## config.mk

```make
export PLATFORM = sky130hd
export DESIGN_NAME = wiscCore
export DESIGN_NICKNAME = d
export VERILOG_FILES = /design/src/design/wiscPkg.sv /design/src/design/instrQueue.sv /design/src/design/regFile.sv /design/src/design/decodeStage.sv /design/src/design/executeStage.sv /design/src/design/wiscCore.sv
export SDC_FILE = /design/constraint.sdc
export NUM_CORES = 1
export LEC_CHECK = 0
export BUFFER_PORTS_ARGS = -buffer_cell sky130_fd_sc_hd__buf_2
export CAP_MARGIN = 10
export CORE_MARGIN = 4
export CORE_UTILIZATION = 44
export CTS_CLUSTER_DIAMETER = 30
export CTS_CLUSTER_SIZE = 30
export DETAILED_ROUTE_END_ITERATION = 10
export PLACE_DENSITY = 0.66
export SYNTH_ARGS = -nofsm -noshare
export SYNTH_HDL_FRONTEND = slang
export SYNTH_HIERARCHICAL = 1
export SYNTH_SLANG_ARGS = --single-unit
```

## constraint.sdc

```tcl
create_clock -name clk -period 10.86 [get_ports clk]
set_input_delay 2.172 -clock clk [delete_from_list [all_inputs] [get_ports clk]]
set_output_delay 2.172 -clock clk [all_outputs]
set_load 0.01 [all_outputs]
```

## src/design/wiscPkg.sv

```systemverilog
/*
 * Shared types for the WISC-SP20 front end: instruction formats, opcodes,
 * the operation kinds and the records passed between queue, decode and execute
 */
package wiscPkg;

    // Supported opcodes, instr[15:11]
    localparam logic [4:0] opNop    = 5'b00001;
    localparam logic [4:0] opJ      = 5'b00100;
    localparam logic [4:0] opJr     = 5'b00101;
    localparam logic [4:0] opJal    = 5'b00110;
    localparam logic [4:0] opJalr   = 5'b00111;
    localparam logic [4:0] opAddi   = 5'b01000;
    localparam logic [4:0] opSubi   = 5'b01001;
    localparam logic [4:0] opXori   = 5'b01010;
    localparam logic [4:0] opAndni  = 5'b01011;
    localparam logic [4:0] opSlbi   = 5'b10010;
    localparam logic [4:0] opLbi    = 5'b11000;
    localparam logic [4:0] opRArith = 5'b11011;

    // R-format function select in instr[1:0]
    localparam logic [1:0] extAdd  = 2'b00;
    localparam logic [1:0] extSub  = 2'b01;
    localparam logic [1:0] extXor  = 2'b10;
    localparam logic [1:0] extAndn = 2'b11;

    typedef enum logic [3:0] {
        kindAdd, kindSub, kindXor, kindAndn, kindPassImm,
        kindSlbi, kindJump, kindLink, kindNop, kindIllegal
    } opKind;

    typedef struct packed {
        logic [4:0]  opcode;
        logic [10:0] disp;
    } jFmtView;

    typedef struct packed {
        logic [4:0] opcode;
        logic [2:0] rs;
        logic [2:0] rd;
        logic [4:0] imm;
    } i1FmtView;

    typedef struct packed {
        logic [4:0] opcode;
        logic [2:0] rs;
        logic [7:0] imm;
    } i2FmtView;

    typedef struct packed {
        logic [4:0] opcode;
        logic [2:0] rs;
        logic [2:0] rt;
        logic [2:0] rd;
        logic [1:0] ext;
    } rFmtView;

    // The opcode field sits in the same place in every view
    typedef union packed {
        jFmtView  jFmt;
        i1FmtView i1Fmt;
        i2FmtView i2Fmt;
        rFmtView  rFmt;
    } wiscInstr;

    typedef struct packed {
        logic [15:0] pc;
        wiscInstr    instr;
    } fetchRec;

    typedef struct packed {
        logic [15:0] pc;
        opKind       kind;
        logic [15:0] rsVal;
        logic [15:0] rtVal;   // Second ALU operand, Rt or the I-format 1 immediate
        logic [15:0] imm;
        logic        regBase; // Jump target is Rs + imm instead of PC+2 + imm
        logic        wrEn;
        logic [2:0]  wrReg;
    } decodedOp;

    typedef struct packed {
        logic [15:0] pc;
        logic [15:0] nextPc;
        logic        wrEn;
        logic [2:0]  wrReg;
        logic [15:0] wrData;
        logic        illegal;
    } retireRec;

    typedef struct packed {
        logic        en;
        logic [2:0]  sel;
        logic [15:0] data;
    } regWrite;

endpackage

```

## src/design/instrQueue.sv

```systemverilog
/*
 * Credit-controlled FIFO for fetched instructions. Entries land in a circular
 * buffer and move into a head register one cycle later; each pop of the head
 * hands one credit back to the source on the following cycle
 */
`timescale 1ns/1ps

module instrQueue #(
    parameter int QueueDepth = 4
) (
    input  logic             clk,
    input  logic             rstN,
    input  logic             push,
    input  wiscPkg::fetchRec pushRec,
    input  logic             pop,
    output wiscPkg::fetchRec headRec,
    output logic             headValid,
    output logic             creditReturn
);

    localparam int PtrW = (QueueDepth > 1) ? $clog2(QueueDepth) : 1;
    localparam int CntW = $clog2(QueueDepth + 1);

    wiscPkg::fetchRec mem [QueueDepth];
    logic [PtrW-1:0]  wrPtr;
    logic [PtrW-1:0]  rdPtr;
    logic [CntW-1:0]  count;     // Entries in the buffer, not counting the head register
    logic [CntW:0]    occupancy;
    logic             loadHead;

    function automatic logic [PtrW-1:0] bumpPtr(input logic [PtrW-1:0] ptr);
        return (ptr == PtrW'(QueueDepth - 1)) ? '0 : ptr + 1'b1;
    endfunction

    // Refill the head whenever it is empty or leaving this cycle
    assign loadHead  = (!headValid || pop) && (count != '0);
    assign occupancy = (CntW+1)'(count) + (CntW+1)'(headValid);

    always_ff @(posedge clk) begin
        if (push) mem[wrPtr] <= pushRec;
        if (loadHead) headRec <= mem[rdPtr];
    end

    always_ff @(posedge clk or negedge rstN) begin
        if (!rstN) begin
            wrPtr        <= '0;
            rdPtr        <= '0;
            count        <= '0;
            headValid    <= 1'b0;
            creditReturn <= 1'b0;
        end else begin
            if (push) wrPtr <= bumpPtr(wrPtr);
            if (loadHead) rdPtr <= bumpPtr(rdPtr);
            count <= count + CntW'(push) - CntW'(loadHead);
            if (loadHead) headValid <= 1'b1;
            else if (pop) headValid <= 1'b0;
            creditReturn <= pop; // One credit per entry leaving the queue
        end
    end

    // The source may only push with a credit in hand, so a full queue never sees a push
    assertNoOverflow: assert property (@(posedge clk) disable iff (!rstN)
        push |-> occupancy < (CntW+1)'(QueueDepth));

endmodule

```

## src/design/regFile.sv

```systemverilog
/*
 * Eight 16-bit architectural registers with two combinational read ports and
 * one write port. A write is forwarded to a matching read in the same cycle
 */
`timescale 1ns/1ps

module regFile (
    input  logic             clk,
    input  logic             rstN,
    input  logic [2:0]       rdSelA,
    input  logic [2:0]       rdSelB,
    output logic [15:0]      rdDataA,
    output logic [15:0]      rdDataB,
    input  wiscPkg::regWrite wr
);

    logic [15:0] regs [8];
    logic        hitA;
    logic        hitB;

    always_ff @(posedge clk or negedge rstN) begin
        if (!rstN) begin
            for (int i = 0; i < 8; i++) begin
                regs[i] <= '0;
            end
        end else if (wr.en) begin
            regs[wr.sel] <= wr.data;
        end
    end

    // Bypass lets a dependent instruction in decode see the result retiring now
    assign hitA = wr.en && (wr.sel == rdSelA);
    assign hitB = wr.en && (wr.sel == rdSelB);

    assign rdDataA = hitA ? wr.data : regs[rdSelA];
    assign rdDataB = hitB ? wr.data : regs[rdSelB];

    // An unknown write would spread through the bypass into decode
    assertKnownWrite: assert property (@(posedge clk) disable iff (!rstN)
        wr.en |-> !$isunknown({wr.sel, wr.data}));

endmodule

```

## src/design/decodeStage.sv

```systemverilog
/*
 * Decode stage. Splits the queue head by format, reads Rs and Rt, picks the
 * write register and forms the extended immediate, then registers the result
 * for execute whenever the op register is free or draining this cycle
 */
`timescale 1ns/1ps

module decodeStage (
    input  logic              clk,
    input  logic              rstN,
    input  wiscPkg::fetchRec  headRec,
    input  logic              headValid,
    output logic              pop,
    input  logic              opTaken,
    output wiscPkg::decodedOp op,
    output logic              opValid,
    output logic [2:0]        rdSelA,
    output logic [2:0]        rdSelB,
    input  logic [15:0]       rdDataA,
    input  logic [15:0]       rdDataB
);

    wiscPkg::wiscInstr instr;
    wiscPkg::decodedOp nxtOp;
    logic [4:0]        opcode;
    logic [15:0]       sext5;
    logic [15:0]       zext5;
    logic [15:0]       sext8;
    logic [15:0]       zext8;
    logic [15:0]       sext11;

    assign instr  = headRec.instr;
    assign opcode = instr.rFmt.opcode;
    assign rdSelA = instr.rFmt.rs;
    assign rdSelB = instr.rFmt.rt;

    assign sext5  = {{11{instr.i1Fmt.imm[4]}}, instr.i1Fmt.imm};
    assign zext5  = {11'b0, instr.i1Fmt.imm};
    assign sext8  = {{8{instr.i2Fmt.imm[7]}}, instr.i2Fmt.imm};
    assign zext8  = {8'b0, instr.i2Fmt.imm};
    assign sext11 = {{5{instr.jFmt.disp[10]}}, instr.jFmt.disp};

    always_comb begin
        nxtOp.pc      = headRec.pc;
        nxtOp.kind    = wiscPkg::kindIllegal; // Anything not listed below
        nxtOp.rsVal   = rdDataA;
        nxtOp.rtVal   = rdDataB;
        nxtOp.imm     = '0;
        nxtOp.regBase = 1'b0;
        nxtOp.wrEn    = 1'b0;
        nxtOp.wrReg   = '0;
        case (opcode)
            wiscPkg::opAddi, wiscPkg::opSubi: begin
                nxtOp.kind  = (opcode == wiscPkg::opAddi) ? wiscPkg::kindAdd : wiscPkg::kindSub;
                nxtOp.imm   = sext5;
                nxtOp.rtVal = sext5; // Immediate takes the place of Rt
                nxtOp.wrEn  = 1'b1;
                nxtOp.wrReg = instr.i1Fmt.rd;
            end
            wiscPkg::opXori, wiscPkg::opAndni: begin
                nxtOp.kind  = (opcode == wiscPkg::opXori) ? wiscPkg::kindXor : wiscPkg::kindAndn;
                nxtOp.imm   = zext5;
                nxtOp.rtVal = zext5;
                nxtOp.wrEn  = 1'b1;
                nxtOp.wrReg = instr.i1Fmt.rd;
            end
            wiscPkg::opLbi, wiscPkg::opSlbi: begin
                nxtOp.kind  = (opcode == wiscPkg::opLbi) ? wiscPkg::kindPassImm : wiscPkg::kindSlbi;
                nxtOp.imm   = (opcode == wiscPkg::opLbi) ? sext8 : zext8;
                nxtOp.wrEn  = 1'b1;
                nxtOp.wrReg = instr.i2Fmt.rs; // I-format 2 writes back to Rs
            end
            wiscPkg::opJ, wiscPkg::opJr: begin
                nxtOp.kind    = wiscPkg::kindJump;
                nxtOp.regBase = (opcode == wiscPkg::opJr);
                nxtOp.imm     = (opcode == wiscPkg::opJr) ? sext8 : sext11;
            end
            wiscPkg::opJal, wiscPkg::opJalr: begin
                nxtOp.kind    = wiscPkg::kindLink;
                nxtOp.regBase = (opcode == wiscPkg::opJalr);
                nxtOp.imm     = (opcode == wiscPkg::opJalr) ? sext8 : sext11;
                nxtOp.wrEn    = 1'b1;
                nxtOp.wrReg   = 3'd7; // Link register
            end
            wiscPkg::opRArith: begin
                nxtOp.wrEn  = 1'b1;
                nxtOp.wrReg = instr.rFmt.rd;
                case (instr.rFmt.ext)
                    wiscPkg::extAdd: nxtOp.kind = wiscPkg::kindAdd;
                    wiscPkg::extSub: nxtOp.kind = wiscPkg::kindSub;
                    wiscPkg::extXor: nxtOp.kind = wiscPkg::kindXor;
                    default:         nxtOp.kind = wiscPkg::kindAndn;
                endcase
            end
            wiscPkg::opNop: nxtOp.kind = wiscPkg::kindNop;
            default: ;
        endcase
    end

    // Take the head when execute is empty or retiring in this same cycle
    assign pop = headValid && (!opValid || opTaken);

    always_ff @(posedge clk) begin
        if (pop) op <= nxtOp;
    end

    always_ff @(posedge clk or negedge rstN) begin
        if (!rstN) opValid <= 1'b0;
        else if (pop) opValid <= 1'b1;
        else if (opTaken) opValid <= 1'b0;
    end

endmodule

```

## src/design/executeStage.sv

```systemverilog
/*
 * Execute stage. Computes the ALU, link and jump-target results for the held
 * op, writes the register file in the cycle it retires and sends a registered
 * retire record to the sink, one per credit held
 */
`timescale 1ns/1ps

module executeStage #(
    parameter int RetireCredits = 2
) (
    input  logic              clk,
    input  logic              rstN,
    input  wiscPkg::decodedOp op,
    input  logic              opValid,
    output logic              opTaken,
    output wiscPkg::regWrite  wr,
    output logic              retireValid,
    output wiscPkg::retireRec retire,
    input  logic              retireCreditReturn
);

    localparam int CreditW = $clog2(RetireCredits + 1);

    logic [CreditW-1:0] credits;
    logic [15:0]        pcPlus2;
    logic [15:0]        result;
    logic [15:0]        nxtPc;
    logic               isJump;

    assign pcPlus2 = op.pc + 16'd2;
    assign isJump  = (op.kind == wiscPkg::kindJump) || (op.kind == wiscPkg::kindLink);
    assign opTaken = opValid && (credits != '0); // Retire only with a credit in hand

    always_comb begin
        case (op.kind)
            wiscPkg::kindAdd:     result = op.rsVal + op.rtVal;
            wiscPkg::kindSub:     result = op.rtVal - op.rsVal; // ISA order is second minus Rs
            wiscPkg::kindXor:     result = op.rsVal ^ op.rtVal;
            wiscPkg::kindAndn:    result = op.rsVal & ~op.rtVal;
            wiscPkg::kindPassImm: result = op.imm;
            wiscPkg::kindSlbi:    result = {op.rsVal[7:0], 8'h00} | op.imm;
            wiscPkg::kindLink:    result = pcPlus2;
            default:              result = 16'h0000;
        endcase
    end

    // Register-based jumps add to Rs, the others to the next sequential PC
    always_comb begin
        if (!isJump) nxtPc = pcPlus2;
        else if (op.regBase) nxtPc = op.rsVal + op.imm;
        else nxtPc = pcPlus2 + op.imm;
    end

    always_comb begin
        wr.en   = opTaken && op.wrEn;
        wr.sel  = op.wrReg;
        wr.data = result;
    end

    always_ff @(posedge clk) begin
        if (opTaken) begin
            retire.pc      <= op.pc;
            retire.nextPc  <= nxtPc;
            retire.wrEn    <= op.wrEn;
            retire.wrReg   <= op.wrReg;
            retire.wrData  <= result;
            retire.illegal <= (op.kind == wiscPkg::kindIllegal);
        end
    end

    always_ff @(posedge clk or negedge rstN) begin
        if (!rstN) begin
            credits     <= CreditW'(RetireCredits);
            retireValid <= 1'b0;
        end else begin
            credits     <= credits + CreditW'(retireCreditReturn) - CreditW'(opTaken);
            retireValid <= opTaken;
        end
    end

    // A sink returning more credits than it was given would push this past the start value
    assertCreditBound: assert property (@(posedge clk) disable iff (!rstN)
        credits <= CreditW'(RetireCredits));

endmodule

```

## src/design/wiscCore.sv

```systemverilog
/*
 * Top level of the WISC-SP20 front end. Fetched instructions enter the queue
 * under source credits, pass through decode and execute and leave as retire
 * records under sink credits
 */
`timescale 1ns/1ps

module wiscCore #(
    parameter int QueueDepth    = 4,
    parameter int RetireCredits = 2
) (
    input  logic              clk,
    input  logic              rstN,
    input  logic              instrValid,
    input  wiscPkg::fetchRec  instrRec,
    output logic              instrCreditReturn,
    output logic              retireValid,
    output wiscPkg::retireRec retire,
    input  logic              retireCreditReturn
);

    wiscPkg::fetchRec  headRec;
    logic              headValid;
    logic              pop;
    wiscPkg::decodedOp op;
    logic              opValid;
    logic              opTaken;
    logic [2:0]        rdSelA;
    logic [2:0]        rdSelB;
    logic [15:0]       rdDataA;
    logic [15:0]       rdDataB;
    wiscPkg::regWrite  wr;

    instrQueue #(.QueueDepth(QueueDepth)) instrQueue_i (
        .clk(clk), .rstN(rstN),
        .push(instrValid), .pushRec(instrRec),
        .pop(pop), .headRec(headRec), .headValid(headValid),
        .creditReturn(instrCreditReturn)
    );

    decodeStage decodeStage_i (
        .clk(clk), .rstN(rstN),
        .headRec(headRec), .headValid(headValid), .pop(pop),
        .opTaken(opTaken), .op(op), .opValid(opValid),
        .rdSelA(rdSelA), .rdSelB(rdSelB), .rdDataA(rdDataA), .rdDataB(rdDataB)
    );

    regFile regFile_i (
        .clk(clk), .rstN(rstN),
        .rdSelA(rdSelA), .rdSelB(rdSelB), .rdDataA(rdDataA), .rdDataB(rdDataB),
        .wr(wr)
    );

    executeStage #(.RetireCredits(RetireCredits)) executeStage_i (
        .clk(clk), .rstN(rstN),
        .op(op), .opValid(opValid), .opTaken(opTaken), .wr(wr),
        .retireValid(retireValid), .retire(retire),
        .retireCreditReturn(retireCreditReturn)
    );

endmodule

```

==> reports/metrics.yaml <==
dp_hpwl_microns: 32000
clk_pin_slew_worst_paths_ns: 0.06
io_pins: 91
gp_congestion: 0.916
cts_tree: "yes"
min_period_ns: 4.51
rr_startpoint: "decodeStage_i/op[53]"
synth_area_leader_cell: "edfxtp_1"
grt_use_met3: 0.0411
wire_per_inst_microns: 23.1
hold_buffers: 0
worstSkewPairLatency_ns: 0.60
synth.most_common_cell: "edfxtp_1"
first_iter_violations: 1069
grt_pass1_wl_microns: 78500
max_freq_mhz: 222
cts_setup_buffers: 0
yosysSeqAreaShare: 0.560
antenna_cells: 0
antenna_found_initial: 1
num_rows: 80
die_area_sq_um: 52100
fin_nets: 1614
clk_path_buf_depth: 3
drc: 0
fin_ws_ns: 6.35
grt_util_met1: 0.264
power_density_nw_per_um2: 373
gr-usage-all-layers: 0.194
slew_violations: 0
placedCellCount: 2050
ys_ff_latch: 422
ys_warn_count: 6
cap_violations: 0
grt_max_degree: 77
rsz0062_at_grt: "no"
final_hold_viol_count: 0
seqCellArea_sq_um: 12000
start_util: 0.446
hold_path_class: "flip-flop to flip-flop"
busiest_layer: "met2"
finClkSkew_ns: 0.0296
gr-usage-met2: 0.314
coreArea_sq_um: 47800
syn_nets: 1511
cts_resized: 0
drive_above_1_share: 0.322
synthCells: 1415
syn_area_per_cell_sq_um: 15.1
pre_cts_ws_ns: 6.41
clock_sinks: 422
design_area_sq_um: 24900
netlist_area_sq_um: 21400
cts_root_buf: "clkbuf_16"
netlist_top_cells_count: "281 x edfxtp_1, 194 x mux2_2, 140 x dfrtp_1"
path_max_fanout: 11
crit_path_end_kind: "flip-flop"
start_kind: "flip-flop"
die_x_microns: 228
path_class: "flip-flop to flip-flop"
via_count: 12800
cts_made_buffers: 79
synth_edf_count: 281
leakagePower_nw: 10.4
tns_ns: 0
drtAntennaViolNets: 0
status: "completed"
overflow: 0
min_from: "instrQueue_i/headRec[23]"
setup.worst_path.start: "decodeStage_i/op[53]"
die_h_microns: 228
async_flop_share: 0.334
h-tree-depth: 3
slew_headroom: 0.211
firstDrtPassIters: 7
arrival_ns: 4.95
setup_viol_count_final: 0
worstPathRequired_ns: 11.30
post-route-period-util: 0.415
syn2layout_area_growth_pct: 16.4
vdd_drop_max_mv: 0.223
finalNonFillerCells: 2197
port_buffers: 90
synth_ff_type: "edfxtp_1"
synth_cell_type_count: 75
synth.top_cell.area_share: 0.395
wl_microns: 50700
via_per_inst: 5.83
fill_cells: 3912
multi_input_area_sq_um: 8650
grt_pass1_vias: 13100
worst_slew_pin_slew_ns: 1.18
placed_cell_area_sq_um: 22200
ys_top_cells_by_area: "edfxtp_1 39%, dfrtp_1 16%, mux2_2 10%, mux4_1 7.9%, mux4_2 3.4%"
-- through the flow --
step / util / hold slack (ns) / power (mW)
6_report: 0.520 / 0.411 / 9.27
3_5_place_dp: 0.465 / 0.405 / 6.88
2_1_floorplan: - / 0.400 / 5.82
5_1_grt: 0.520 / 0.424 / 9.83
4_1_cts: 0.519 / 0.418 / 9.31
3_3_place_gp: 0.465 / 0.406 / 6.78
-- registers in the layout (all words and copies together), names as in the netlist, 3 cells and up --
register / count
decodeStage_i/op: 68
executeStage_i/retire: 53
instrQueue_i/count: 3
instrQueue_i/headRec: 32
instrQueue_i/mem: 128
regFile_i/regs: 128
-- cells in the final DEF, fill, tap and decap left out, types with 10 or more instances in the layout --
master,Yosys,routed
mux4_1,64,64
a21oi_1,62,61
buf_4,17,29
o21ai_0,38,38
mux2i_1,14,14
xor2_1,16,16
nor2b_1,10,10
ha_1,57,57
dfrtp_1,140,138
nand4_1,10,10
nand2b_1,19,19
edfxtp_1,281,281
nor3_1,12,12
xnor2_1,45,45
nand2_1,54,54
nor2_1,52,52
mux2_4,16,16
mux2_2,194,194
buf_2,24,91
clkinv_2,0,14
mux4_2,32,32
inv_1,43,43
clkbuf_16,0,79
-- where the power goes --
| part | internal (mW) | switching (mW) |
|---|---|---|
| sequential | 2.59 | 0.492 |
| combinational | 1.68 | 2.13 |
| clock | 1.56 | 0.828 |
| total | 5.82 | 3.45 |
-- cells by family after synthesis --
family | after synthesis | share of synthesized area
compound gates | 190 | 0.0558
xor+xnor | 62 | 0.0258
fa+ha+maj | 60 | 0.0362
buf+inv | 142 | 0.0355
flops | 422 | 0.560
mux | 320 | 0.233
simple gates | 219 | 0.0540
-- critical path: stages (launching register included) --
cell and delay, ns:
edfxtp_1 0.53, nor2b_1 0.33, and2_1 0.38, nor2_1 0.10, xnor2_1 0.14, ha_1 0.32, nor2b_1 0.14, o21a_1 0.18
o21ai_1 0.28, a21oi_1 0.18, a31oi_1 0.33, xor2_1 0.10, o21ai_0 0.89, mux2_4 0.29, nand2_1 0.05, nand2_1 0.11
-- routing by layer --
layer | share of wire | vias up
met5 | 0 | -
met4 | 0.028 | 0
met3 | 0.051 | 102
met2 | 0.49 | 377
met1 | 0.44 | 6596
li1 | - | 5732
-- layout make-up --
class	count	share of cell area
Clock buffer	90	0.0824
Clock inverter	55	0.0230
Inverter	43	0.00649
Multi-Input combinational cell	851	0.348
Sequential cell	422	0.482
Tap cell	615	0.0310
Timing Repair Buffer	121	0.0275
-- path summary, 6_finish.rpt --
kind                                         endpoint  slack (ns)  cells after the start
worst max-delay path             decodeStage_i/op[31]        6.35                     15
max in group asynchronous         regFile_i/regs[105]        7.85                      2
worst max register to register   decodeStage_i/op[31]        6.35                     15
worst min register to register   decodeStage_i/op[64]        0.41                      0
worst min-delay path             decodeStage_i/op[64]        0.41                      0
min in group asynchronous       instrQueue_i/wrPtr[0]        1.62                      1
Note: power is estimated with default switching activity, not from simulation.
